===== src/decode_pkg.sv =====
package decode_pkg;

    localparam int XLEN       = 32;
    localparam int REG_ADDR_W = 5;

    typedef struct packed {
        logic [6:0]            funct7;
        logic [REG_ADDR_W-1:0] rs2;
        logic [REG_ADDR_W-1:0] rs1;
        logic [2:0]            funct3;
        logic [REG_ADDR_W-1:0] rd;
        logic [6:0]            opcode;
    } r_fmt_t;

    typedef struct packed {
        logic [11:0]           imm_11_0;
        logic [REG_ADDR_W-1:0] rs1;
        logic [2:0]            funct3;
        logic [REG_ADDR_W-1:0] rd;
        logic [6:0]            opcode;
    } i_fmt_t;

    typedef struct packed {
        logic [6:0]            imm_11_5;
        logic [REG_ADDR_W-1:0] rs2;
        logic [REG_ADDR_W-1:0] rs1;
        logic [2:0]            funct3;
        logic [4:0]            imm_4_0;
        logic [6:0]            opcode;
    } s_fmt_t;

    typedef struct packed {
        logic                  imm_12;
        logic [5:0]            imm_10_5;
        logic [REG_ADDR_W-1:0] rs2;
        logic [REG_ADDR_W-1:0] rs1;
        logic [2:0]            funct3;
        logic [3:0]            imm_4_1;
        logic                  imm_11;
        logic [6:0]            opcode;
    } b_fmt_t;

    typedef struct packed {
        logic [19:0]           imm_31_12;
        logic [REG_ADDR_W-1:0] rd;
        logic [6:0]            opcode;
    } u_fmt_t;

    typedef struct packed {
        logic                  imm_20;
        logic [9:0]            imm_10_1;
        logic                  imm_11;
        logic [7:0]            imm_19_12;
        logic [REG_ADDR_W-1:0] rd;
        logic [6:0]            opcode;
    } j_fmt_t;

    // One instruction word, seen through each of the base formats.
    typedef union packed {
        r_fmt_t r_fmt;
        i_fmt_t i_fmt;
        s_fmt_t s_fmt;
        b_fmt_t b_fmt;
        u_fmt_t u_fmt;
        j_fmt_t j_fmt;
    } instr_u;

endpackage


===== src/opcodes_pkg.sv =====
package opcodes_pkg;

    localparam logic [6:0] LW_OPCODE        = 7'b0000011;
    localparam logic [6:0] SW_OPCODE        = 7'b0100011;
    localparam logic [6:0] JAL_OPCODE       = 7'b1101111;
    localparam logic [6:0] JALR_OPCODE      = 7'b1100111;
    localparam logic [6:0] CSR_OPCODE       = 7'b1110011;
    localparam logic [6:0] AUIPC_OPCODE     = 7'b0010111;
    localparam logic [6:0] BRANCH_OPCODE    = 7'b1100011;
    localparam logic [6:0] IMMEDIATE_OPCODE = 7'b0010011;
    localparam logic [6:0] RTYPE_OPCODE     = 7'b0110011;
    localparam logic [6:0] ATOMIC_OPCODE    = 7'b0101111;
    localparam logic [6:0] LUI_OPCODE       = 7'b0110111;

    // Legal funct3 sets, one bit per funct3 value.
    localparam logic [7:0] LW_FUNCT3_LEGAL     = 8'b0011_0111; // 0, 1, 2, 4 and 5.
    localparam logic [7:0] SW_FUNCT3_LEGAL     = 8'b0000_0111; // 0, 1 and 2.
    localparam logic [7:0] CSR_FUNCT3_LEGAL    = 8'b0111_0111; // 0 to 6 except 3.
    localparam logic [7:0] JALR_FUNCT3_LEGAL   = 8'b0000_0001;
    localparam logic [7:0] BRANCH_FUNCT3_LEGAL = 8'b1111_0011; // 2 and 3 are unused.

    // Load-reserved is the only AMO that does not write memory.
    localparam logic [4:0] LR_FUNCT5 = 5'b00010;

endpackage


===== src/decode_register.sv =====
`timescale 1ns/1ps

module decode_register #(
    parameter int CNT_WIDTH = 8
) (
    input  logic                              clk_i,
    input  logic                              rst_n_i,
    input  logic                              instr_valid_i,
    input  logic                              invalid_instruction_i,
    input  logic                              is_unconditional_jump_i,
    input  logic                              is_conditional_jump_i,
    input  logic [decode_pkg::XLEN-1:0]       imm_i,
    input  logic [decode_pkg::REG_ADDR_W-1:0] rd_i,
    input  logic [decode_pkg::REG_ADDR_W-1:0] rs1_i,
    input  logic [decode_pkg::REG_ADDR_W-1:0] rs2_i,
    input  logic                              mem_read_i,
    input  logic                              mem_write_i,
    input  logic                              reg_write_i,
    input  logic                              csr_op_i,
    input  logic                              atomic_op_i,
    input  logic [2:0]                        mem_size_i,
    output logic                              valid_o,
    output logic                              trap_o,
    output logic                              invalid_instruction_o,
    output logic                              is_unconditional_jump_o,
    output logic                              is_conditional_jump_o,
    output logic [decode_pkg::XLEN-1:0]       imm_o,
    output logic [decode_pkg::REG_ADDR_W-1:0] rd_o,
    output logic [decode_pkg::REG_ADDR_W-1:0] rs1_o,
    output logic [decode_pkg::REG_ADDR_W-1:0] rs2_o,
    output logic                              mem_read_o,
    output logic                              mem_write_o,
    output logic                              reg_write_o,
    output logic                              csr_op_o,
    output logic                              atomic_op_o,
    output logic [2:0]                        mem_size_o,
    output logic [CNT_WIDTH-1:0]              illegal_count_o
);

    logic illegal_seen;

    assign illegal_seen = instr_valid_i && invalid_instruction_i;

    always_ff @(posedge clk_i) begin
        if (!rst_n_i) begin
            valid_o         <= 1'b0;
            trap_o          <= 1'b0;
            illegal_count_o <= '0;
        end else begin
            valid_o <= instr_valid_i;
            trap_o  <= illegal_seen; // One pulse per illegal word, aligned with valid_o.
            if (illegal_seen && (illegal_count_o != '1)) begin
                illegal_count_o <= illegal_count_o + 1'b1;
            end
        end
    end

    // Outputs hold the last decoded instruction between strobes.
    always_ff @(posedge clk_i) begin
        if (!rst_n_i) begin
            invalid_instruction_o   <= 1'b0;
            is_unconditional_jump_o <= 1'b0;
            is_conditional_jump_o   <= 1'b0;
            imm_o                   <= '0;
            rd_o                    <= '0;
            rs1_o                   <= '0;
            rs2_o                   <= '0;
            mem_read_o              <= 1'b0;
            mem_write_o             <= 1'b0;
            reg_write_o             <= 1'b0;
            csr_op_o                <= 1'b0;
            atomic_op_o             <= 1'b0;
            mem_size_o              <= 3'b000;
        end else if (instr_valid_i) begin
            invalid_instruction_o   <= invalid_instruction_i;
            is_unconditional_jump_o <= is_unconditional_jump_i;
            is_conditional_jump_o   <= is_conditional_jump_i;
            imm_o                   <= imm_i;
            rd_o                    <= rd_i;
            rs1_o                   <= rs1_i;
            rs2_o                   <= rs2_i;
            mem_read_o              <= mem_read_i;
            mem_write_o             <= mem_write_i;
            reg_write_o             <= reg_write_i;
            csr_op_o                <= csr_op_i;
            atomic_op_o             <= atomic_op_i;
            mem_size_o              <= mem_size_i;
        end
    end

    a_trap_with_valid: assert property (
        @(posedge clk_i) disable iff (!rst_n_i) trap_o |-> valid_o
    );

    // The count only moves up once reset has been released for a cycle.
    a_count_monotonic: assert property (
        @(posedge clk_i) disable iff (!rst_n_i)
        $past(rst_n_i) |-> (illegal_count_o >= $past(illegal_count_o))
    );

    a_jump_exclusive: assert property (
        @(posedge clk_i) disable iff (!rst_n_i)
        !(is_unconditional_jump_o && is_conditional_jump_o)
    );

endmodule


===== src/imm_gen.sv =====
`timescale 1ns/1ps

module imm_gen (
    input  decode_pkg::instr_u              instruction_i,
    output logic [decode_pkg::XLEN-1:0]     imm_o
);

    import opcodes_pkg::*;
    import decode_pkg::*;

    always_comb begin
        imm_o = '0;

        case (instruction_i.r_fmt.opcode)
            LW_OPCODE, JALR_OPCODE, IMMEDIATE_OPCODE, CSR_OPCODE: begin
                imm_o = {{(XLEN-12){instruction_i.i_fmt.imm_11_0[11]}},
                         instruction_i.i_fmt.imm_11_0};
            end
            SW_OPCODE: begin
                imm_o = {{(XLEN-12){instruction_i.s_fmt.imm_11_5[6]}},
                         instruction_i.s_fmt.imm_11_5,
                         instruction_i.s_fmt.imm_4_0};
            end
            BRANCH_OPCODE: begin
                imm_o = {{(XLEN-12){instruction_i.b_fmt.imm_12}},
                         instruction_i.b_fmt.imm_11,
                         instruction_i.b_fmt.imm_10_5,
                         instruction_i.b_fmt.imm_4_1,
                         1'b0}; // Branch targets are halfword aligned.
            end
            LUI_OPCODE, AUIPC_OPCODE: begin
                imm_o = {instruction_i.u_fmt.imm_31_12, 12'b0};
            end
            JAL_OPCODE: begin
                imm_o = {{(XLEN-20){instruction_i.j_fmt.imm_20}},
                         instruction_i.j_fmt.imm_19_12,
                         instruction_i.j_fmt.imm_11,
                         instruction_i.j_fmt.imm_10_1,
                         1'b0};
            end
            default: imm_o = '0;
        endcase
    end

endmodule


===== src/instr_fields_decoder.sv =====
`timescale 1ns/1ps

module instr_fields_decoder (
    input  decode_pkg::instr_u                instruction_i,
    output logic [decode_pkg::REG_ADDR_W-1:0] rd_o,
    output logic [decode_pkg::REG_ADDR_W-1:0] rs1_o,
    output logic [decode_pkg::REG_ADDR_W-1:0] rs2_o,
    output logic                              mem_read_o,
    output logic                              mem_write_o,
    output logic                              reg_write_o,
    output logic                              csr_op_o,
    output logic                              atomic_op_o,
    output logic [2:0]                        mem_size_o
);

    import opcodes_pkg::*;

    logic [6:0] opcode;
    logic [2:0] funct3;
    logic [4:0] funct5;

    assign opcode = instruction_i.r_fmt.opcode;
    assign funct3 = instruction_i.r_fmt.funct3;
    assign funct5 = instruction_i.r_fmt.funct7[6:2];

    always_comb begin
        rd_o  = instruction_i.r_fmt.rd;
        rs1_o = instruction_i.r_fmt.rs1;
        rs2_o = '0;

        case (opcode)
            SW_OPCODE, BRANCH_OPCODE: begin
                rd_o  = '0; // These formats carry immediate bits where rd would be.
                rs2_o = instruction_i.r_fmt.rs2;
            end
            RTYPE_OPCODE, ATOMIC_OPCODE: rs2_o = instruction_i.r_fmt.rs2;
            LUI_OPCODE, AUIPC_OPCODE, JAL_OPCODE: rs1_o = '0;
            default: ;
        endcase
    end

    always_comb begin
        mem_read_o  = 1'b0;
        mem_write_o = 1'b0;
        mem_size_o  = 3'b000;
        csr_op_o    = 1'b0;
        atomic_op_o = 1'b0;

        case (opcode)
            LW_OPCODE: begin
                mem_read_o = 1'b1;
                mem_size_o = funct3;
            end
            SW_OPCODE: begin
                mem_write_o = 1'b1;
                mem_size_o  = funct3;
            end
            ATOMIC_OPCODE: begin
                atomic_op_o = 1'b1;
                mem_read_o  = 1'b1;
                mem_write_o = (funct5 != LR_FUNCT5); // SC and the AMOs store.
                mem_size_o  = funct3;
            end
            CSR_OPCODE: csr_op_o = (funct3 != 3'b000);
            default: ;
        endcase
    end

    // rd_o is already zero for stores and branches.
    assign reg_write_o = (rd_o != '0);

endmodule


===== src/invalid_ir_check.sv =====
`timescale 1ns/1ps

module invalid_ir_check (
    input  decode_pkg::instr_u instruction_i,
    output logic               invalid_instruction_o,
    output logic               is_unconditional_jump_o,
    output logic               is_conditional_jump_o
);

    import opcodes_pkg::*;

    logic [6:0] opcode;
    logic [2:0] funct3;

    assign opcode = instruction_i.r_fmt.opcode;
    assign funct3 = instruction_i.r_fmt.funct3;

    always_comb begin
        invalid_instruction_o   = 1'b0;
        is_unconditional_jump_o = 1'b0;
        is_conditional_jump_o   = 1'b0;

        case (opcode)
            LW_OPCODE:  invalid_instruction_o = !LW_FUNCT3_LEGAL[funct3];
            SW_OPCODE:  invalid_instruction_o = !SW_FUNCT3_LEGAL[funct3];
            CSR_OPCODE: invalid_instruction_o = !CSR_FUNCT3_LEGAL[funct3];
            JAL_OPCODE: begin
                is_unconditional_jump_o = 1'b1;
            end
            JALR_OPCODE: begin
                is_conditional_jump_o = 1'b1; // Flag follows the opcode even if funct3 is bad.
                invalid_instruction_o = !JALR_FUNCT3_LEGAL[funct3];
            end
            BRANCH_OPCODE: begin
                is_conditional_jump_o = 1'b1;
                invalid_instruction_o = !BRANCH_FUNCT3_LEGAL[funct3];
            end
            AUIPC_OPCODE, IMMEDIATE_OPCODE, RTYPE_OPCODE, ATOMIC_OPCODE, LUI_OPCODE: begin
                invalid_instruction_o = 1'b0;
            end
            default: invalid_instruction_o = 1'b1;
        endcase
    end

endmodule


===== src/rv_decode_top.sv =====
`timescale 1ns/1ps

module rv_decode_top #(
    parameter int CNT_WIDTH = 8
) (
    input  logic                              clk_i,
    input  logic                              rst_n_i,
    input  logic                              instr_valid_i,
    input  logic [decode_pkg::XLEN-1:0]       instruction_i,
    output logic                              valid_o,
    output logic                              trap_o,
    output logic                              invalid_instruction_o,
    output logic                              is_unconditional_jump_o,
    output logic                              is_conditional_jump_o,
    output logic [decode_pkg::XLEN-1:0]       imm_o,
    output logic [decode_pkg::REG_ADDR_W-1:0] rd_o,
    output logic [decode_pkg::REG_ADDR_W-1:0] rs1_o,
    output logic [decode_pkg::REG_ADDR_W-1:0] rs2_o,
    output logic                              mem_read_o,
    output logic                              mem_write_o,
    output logic [2:0]                        mem_size_o,
    output logic                              reg_write_o,
    output logic                              csr_op_o,
    output logic                              atomic_op_o,
    output logic [CNT_WIDTH-1:0]              illegal_count_o
);

    import decode_pkg::*;

    logic                  invalid_instruction;
    logic                  is_unconditional_jump;
    logic                  is_conditional_jump;
    logic [XLEN-1:0]       imm;
    logic [REG_ADDR_W-1:0] rd;
    logic [REG_ADDR_W-1:0] rs1;
    logic [REG_ADDR_W-1:0] rs2;
    logic                  mem_read;
    logic                  mem_write;
    logic                  reg_write;
    logic                  csr_op;
    logic                  atomic_op;
    logic [2:0]            mem_size;

    invalid_ir_check u_invalid_ir_check (
        .instruction_i           (instruction_i),
        .invalid_instruction_o   (invalid_instruction),
        .is_unconditional_jump_o (is_unconditional_jump),
        .is_conditional_jump_o   (is_conditional_jump)
    );

    imm_gen u_imm_gen (
        .instruction_i (instruction_i),
        .imm_o         (imm)
    );

    instr_fields_decoder u_instr_fields_decoder (
        .instruction_i (instruction_i),
        .rd_o          (rd),
        .rs1_o         (rs1),
        .rs2_o         (rs2),
        .mem_read_o    (mem_read),
        .mem_write_o   (mem_write),
        .reg_write_o   (reg_write),
        .csr_op_o      (csr_op),
        .atomic_op_o   (atomic_op),
        .mem_size_o    (mem_size)
    );

    decode_register #(
        .CNT_WIDTH (CNT_WIDTH)
    ) u_decode_register (
        .clk_i                   (clk_i),
        .rst_n_i                 (rst_n_i),
        .instr_valid_i           (instr_valid_i),
        .invalid_instruction_i   (invalid_instruction),
        .is_unconditional_jump_i (is_unconditional_jump),
        .is_conditional_jump_i   (is_conditional_jump),
        .imm_i                   (imm),
        .rd_i                    (rd),
        .rs1_i                   (rs1),
        .rs2_i                   (rs2),
        .mem_read_i              (mem_read),
        .mem_write_i             (mem_write),
        .reg_write_i             (reg_write),
        .csr_op_i                (csr_op),
        .atomic_op_i             (atomic_op),
        .mem_size_i              (mem_size),
        .valid_o                 (valid_o),
        .trap_o                  (trap_o),
        .invalid_instruction_o   (invalid_instruction_o),
        .is_unconditional_jump_o (is_unconditional_jump_o),
        .is_conditional_jump_o   (is_conditional_jump_o),
        .imm_o                   (imm_o),
        .rd_o                    (rd_o),
        .rs1_o                   (rs1_o),
        .rs2_o                   (rs2_o),
        .mem_read_o              (mem_read_o),
        .mem_write_o             (mem_write_o),
        .reg_write_o             (reg_write_o),
        .csr_op_o                (csr_op_o),
        .atomic_op_o             (atomic_op_o),
        .mem_size_o              (mem_size_o),
        .illegal_count_o         (illegal_count_o)
    );

endmodule


===== config.mk =====
export PLATFORM = sky130hd
export DESIGN_NAME = rv_decode_top
export DESIGN_NICKNAME = d
export VERILOG_FILES = /design/src/decode_pkg.sv /design/src/opcodes_pkg.sv /design/src/decode_register.sv /design/src/imm_gen.sv /design/src/instr_fields_decoder.sv /design/src/invalid_ir_check.sv /design/src/rv_decode_top.sv
export SDC_FILE = /design/constraint.sdc
export NUM_CORES = 1
export LEC_CHECK = 0
export BUFFER_PORTS_ARGS = -buffer_cell sky130_fd_sc_hd__buf_4
export CAP_MARGIN = 40
export CELL_PAD_IN_SITES_DETAIL_PLACEMENT = 2
export CELL_PAD_IN_SITES_GLOBAL_PLACEMENT = 2
export CORE_MARGIN = 10
export CORE_UTILIZATION = 33
export DETAILED_ROUTE_END_ITERATION = 16
export MAX_ROUTING_LAYER = met4
export PLACE_DENSITY_LB_ADDON = 0.12
export SYNTH_ARGS = -nofsm -noshare
export SYNTH_HDL_FRONTEND = slang
export SYNTH_HIERARCHICAL = 1
export SYNTH_SLANG_ARGS = --single-unit

===== constraint.sdc =====
create_clock -name clk_i -period 3.7 [get_ports clk_i]
set_clock_uncertainty 0.15 [all_clocks]
set_input_delay 0.185 -clock clk_i [delete_from_list [all_inputs] [get_ports clk_i]]
set_output_delay 0.185 -clock clk_i [all_outputs]
set_load 0.1 [all_outputs]

======== Word level (Yosys, flattened, before mapping) ========
Memory sizes are Yosys's and may differ from the RTL's.
Index checks and enable logic that the tools add are counted.
storage, ports and cells
  bits in registers ....................... 68
  memories ................................ 5
  word-level logic and storage cells ...... 71
  memory bits (read-only) ................. 40
memories
  memory           depth  bits a word  read ports  clocked after memory_dff  write ports  RTL line                RTL
  (no name shown)  8      1            1           0                         0            invalid_ir_check.sv:24  LW_OPCODE: invalid_instruction_o = !LW_FUNCT3_LEGAL[funct3];
  (no name shown)  8      1            1           0                         0            invalid_ir_check.sv:25  SW_OPCODE: invalid_instruction_o = !SW_FUNCT3_LEGAL[funct3];
  (no name shown)  8      1            1           0                         0            invalid_ir_check.sv:26  CSR_OPCODE: invalid_instruction_o = !CSR_FUNCT3_LEGAL[funct3];
  (no name shown)  8      1            1           0                         0            invalid_ir_check.sv:32  invalid_instruction_o = !JALR_FUNCT3_LEGAL[funct3];
  (no name shown)  8      1            1           0                         0            invalid_ir_check.sv:36  invalid_instruction_o = !BRANCH_FUNCT3_LEGAL[funct3];
operators by class
  reduce and logical (&&, ||, !) cells .... 18
  add/sub/neg operators ................... 1
  magnitude comparators ................... 1
  eq/ne operators ......................... 13
  muxes and demuxes ....................... 17
operators with widths
  cell                                                                      number
  32-bit one-hot mux with 5 select lines                                    1
  7-bit by 6-bit == test with 1-bit output (second input constant)          4
  7-bit == test (second input constant)                                     4
  5-bit two-way mux                                                         3
  7-bit by 5-bit == test with 1-bit output (second input constant)          2
  1-bit two-way mux                                                         10
  8-bit by 1-bit adder with 8-bit output (second input constant)            1
  8-bit inequality test (second input constant)                             1
  2-bit OR reduction                                                        4
  4-bit OR reduction                                                        2
  7-bit by 2-bit == test with 1-bit output (second input constant)          1
  1-bit one-hot mux with 6 select lines                                     1
  3-bit OR reduction                                                        2
  6-bit OR reduction                                                        1
  1-bit logical NOT                                                         5
  5-bit by 2-bit inequality test with 1-bit output (second input constant)  1
  5-bit nonzero test                                                        1
  3-bit by 4-bit < comparator with 1-bit output (second input constant)     1
  3-bit two-way mux                                                         1
  3-bit nonzero test                                                        1
  1-bit logical AND                                                         2
  1-bit one-hot mux with 2 select lines                                     1

======== Depth between registers and ports, before layout ========
  word-level depth ........................ 6
  gate-level depth with buffers ........... 8

======== Hierarchy ========
Netlist, hierarchy kept.
by module, submodules not included
  module                sequential area each (µm²)  area an instance (µm²)  cells each  times used
  decode_register       1361.3                      2539.9                  241         1
  imm_gen               0.0                         640.6                   102         1
  instr_fields_decoder  0.0                         297.8                   46          1
  invalid_ir_check      0.0                         141.4                   24          1

======== Least setup slack after synthesis ========
Ideal clock, no wire load.
  path kind ............................... flip-flop to flip-flop
  start point ............................. reg u_decode_register.illegal_count_o[1]
  end point ............................... reg u_decode_register.illegal_count_o[4]
  buffers on the path ..................... 0
  slack ................................... 1.536 ns
  library setup time ...................... 0.127 ns
  stages on the path, launching flop included .. 5
  required time ........................... 3.423 ns
  arrival ................................. 1.887 ns
  cell sequence ........................... dfxtp_1 > ha_1 > nand4_2 > a2111oi_2 > nor3b_1
on the way
  cells in the longest elaborated chain, start to end .. 2
RTL lines
  element                                                                         RTL line               RTL
  start: declaration                                                              decode_register.sv:37  output logic [CNT_WIDTH-1:0] illegal_count_o
  start signal: assignment                                                        decode_register.sv:53  illegal_count_o <= illegal_count_o + 1'b1;
  branches (longest 2 deep; another with 8-bit by 1-bit adder with 8-bit output)  -
Parallel ways; which one is timed is not known.
A chain may end at the register's enable or synchronous reset.

======== Final worst setup path ========
  start point ............................. in instruction_i[2] (netlist bit)
  end point ............................... reg u_decode_register.illegal_count_o[7]
on the way
  cells in the longest elaborated chain, start to end .. 5
RTL lines
  element                                                           RTL line                RTL
  start: declaration                                                rv_decode_top.sv:9      input logic [decode_pkg::XLEN-1:0] instruction_i,
  7-bit by 5-bit == test with 1-bit output (tied with other cells)  invalid_ir_check.sv:23  case (opcode)
  6-bit OR reduction (no source line)                               -
  1-bit one-hot mux with 6 select lines *                           invalid_ir_check.sv:23
  named net invalid_instruction                                     rv_decode_top.sv:30     logic invalid_instruction;
  1-bit logical AND *                                               decode_register.sv:42   assign illegal_seen = instr_valid_i && invalid_instruction_i;
  1-bit logical AND *                                               decode_register.sv:52   if (illegal_seen && (illegal_count_o != '1)) begin
Mark *: on every way through the listed nets, which the timed path passes. The rest lies on a longest branch.

==> run metrics <==
Worst R2R Setup Slack=1.98 ns; synthesized cell area=0.003620 mm²; worst flop-to-flop path endpoint=u_decode_register/illegal_count_o[4]; Yosys top cell area share=37.61%; Starting Density=33.54%; arrival time worst endpoint=2.20 ns; clock sink total=68; crit start category=input port; dpl hpwl=9.175 mm; vias in the first global route=3,712; Crit path required time=3.82 ns; sequential area share after synthesis=37.61%; Main synth FF type=dfxtp_1; Die Wd=124.7 µm; Synth Instances=413; final worst-path cycle share=56.20%; Layout Nets=539; MaxCap Viol Count=0; gpl congestion=0.7901; R2R Path Start=u_decode_register/illegal_count_o[0]; RSZ-0062 raised after global routing=no; All-Layer GR Usage=16.41%; Clock Tree Buf Depth=2; synth cell count leaders=dfxtp_1, nor2_1, mux2i_1; Ys Warns=6; Via Count=3,436; CTS H-Tree Depth=3; syn_area_per_cell=8.764 µm²; I/O pin total=103; start point of the critical path=instruction_i[2]; area grow syn2layout=28.59%; highest clock rate=480.9 MHz; die area=0.01556 mm²; grt ovf=0; DIE HEIGHT=124.7 µm; WHS=0.05469 ns; max_slew headroom=41.23%; CTS root buffer=clkbuf_8; ANT cells=0; Worst VDD drop=0.2229 mV; worst path cell trace=buf_4, mux2i_1, o22ai_1, a21oi_1, or4_1, and4_1, and4b_1, a211oi_2; # rows=38; DR pass1 iterations=4; Non-Filler Instances=648; first-pass GRT wire length=20.41 mm; post-DR wirelength/cell=19.67 µm; max incr delay on CP=0.67 ns; layout cells sized above 1=26.38%; Reg2Reg Depth=4; delay-heaviest family, CP=simple AND/OR/NAND/NOR gates; CTS tree=yes; Leak=2.091 nW; Synth Register Bits=68; setup TNS=0 ns; type of the worst min-delay path=in -> reg; Core Box Area=0.01079 mm²; Initial DRC Count=154; endpoints failing setup=0; most area-consuming cells after synthesis=dfxtp_1, mux2i_1, nor2_1, nand3_1, nor2b_1; Levels on crit path=8; routed vias/inst=5.302; Distinct cells, synth=59; WP buf/inv=1; critical path peak fanout=29; Final Max Slew Viols=0; post-CTS setup repair buffer count=0; PD cells=390.8 mW/mm²; CTS clk-pin slew, worst paths=0.08 ns; initial antenna violation count=0; placed cell count=631; status=complete, no violations; overall routed net length=12.74 mm; number of synthesized flops with an enable pin=0; post-route ant nets=0; Final min period=2.079 ns; Mapped Nets=449; Worst-Skew Late Latency=0.37 ns; Async S/R FF share, synth=0%; largest net degree at the start of global routing=47; most frequent cell after synthesis=dfxtp_1; Setup crit end kind=flip-flop; Worst Setup EP=u_decode_register/illegal_count_o[7]; Crit Path Class=in -> reg; Final Hold Viols=0; post-route DRC violation count=0; post-synth top area cell=dfxtp_1; # port buffers=102; worst slew pin tran=0.8815 ns; CTS buffer count=9; slowest CP cell=or4_1
## worst min-delay path by stage
stage / start / endpoint / slack [ns] / depth (start not counted)
4_1_cts: instruction_i[18] / u_decode_register/rs1_o[3] / 0.03 / 4
6_report: instruction_i[9] / u_decode_register/rd_o[2] / 0.05 / 4
3_5_place_dp: u_decode_register/invalid_instruction_o / u_decode_register/invalid_instruction_o / 0.33 / 2
3_3_place_gp: u_decode_register/invalid_instruction_o / u_decode_register/invalid_instruction_o / 0.31 / 2
2_1_floorplan: instruction_i[8] / u_decode_register/imm_o[1] / 0.29 / 3
5_1_grt: instruction_i[10] / u_decode_register/imm_o[3] / 0.07 / 4
## registers in the layout, indices dropped and copies added, names as in the netlist
signal,count
u_decode_register/valid_o,1
u_decode_register/is_unconditional_jump_o,1
u_decode_register/rd_o,5
u_decode_register/rs2_o,5
u_decode_register/invalid_instruction_o,1
u_decode_register/mem_read_o,1
u_decode_register/rs1_o,5
u_decode_register/csr_op_o,1
u_decode_register/reg_write_o,1
u_decode_register/atomic_op_o,1
u_decode_register/is_conditional_jump_o,1
u_decode_register/trap_o,1
u_decode_register/mem_size_o,3
u_decode_register/mem_write_o,1
u_decode_register/imm_o,32
u_decode_register/illegal_count_o,8
## through the flow
step                util [%]  worst slack [ns]  cell area [µm²]  power, mW
finish                 43.13             1.621             4654      1.819
global route           43.13             1.469             4654      1.904
CTS                    43.13             1.619             4654      1.845
detailed placement     40.95             1.247             4419      1.121
global placement       40.95             1.370             4419      1.115
floorplan                  -             1.536             3620      1.016
## power breakdown
| group | switching, mW | internal, mW | total [mW] |
|---|---|---|---|
| Combinational | 0.246 | 0.0984 | 0.344 |
| Sequential | 0.0127 | 0.748 | 0.760 |
| Clock | 0.314 | 0.401 | 0.714 |
## worst reg2reg max path, cell delays in order (launching register included)
cell and delay (ns):
dfxtp_1 0.45, ha_1 0.28, nand4_2 0.18, a2111oi_2 0.41
nor3b_1 0.09
## layout make-up
class,count,area (µm²)
Inverter,17,63.81
Fill cell,1232,6138
Multi-Input combinational cell,302,2038
Clock buffer,11,141.4
Tap cell,140,175.2
Timing Repair Buffer,105,790.8
Sequential cell,68,1361
Clock inverter,5,83.83
## what timing repair did
action / 4_1_cts / 5_1_grt
hold endpoints to repair: 6 / 0
hold buffers: 1 / 0
gates resized for setup: 0 / 0
## routing by layer
layer	global-route usage (%)	share of wire, %	wire length [µm]
met1	19.82	46	5871
met3	4.213	4.3	548
met2	25.96	49	6183
met5	-	0	0
met4	5.552	1.1	140
## kinds of logic after synthesis
family          synth area share, %
compound gates                13.20
xor+xnor                     0.4840
fa+ha+maj                    0.3456
buf+inv                       6.084
flops                         37.61
mux                           16.59
simple gates                  25.68
## cells in the final DEF, fill, tap and decap left out, types with 2 or more instances in the layout
master / n
nand2_1: 14
nand3_1: 21
o2111ai_2: 2
o2bb2ai_1: 5
a21oi_1: 11
and3b_1: 2
nor2_1: 64
o311a_1: 3
mux2i_1: 60
or4_1: 2
nand4_1: 5
nor3b_1: 2
a21oi_2: 2
o21bai_1: 3
and4b_1: 4
bufinv_16: 2
o21ai_1: 10
and2_1: 10
clkbuf_8: 10
nor4_1: 2
nand2b_1: 7
o22ai_1: 11
nor2b_1: 13
clkinvlp_4: 2
dfxtp_1: 68
nand4b_1: 2
and3_1: 9
buf_4: 104
a211oi_1: 2
inv_1: 16
nor3_1: 6
o21ai_0: 4
Note: power is estimated with default switching activity, not from simulation.
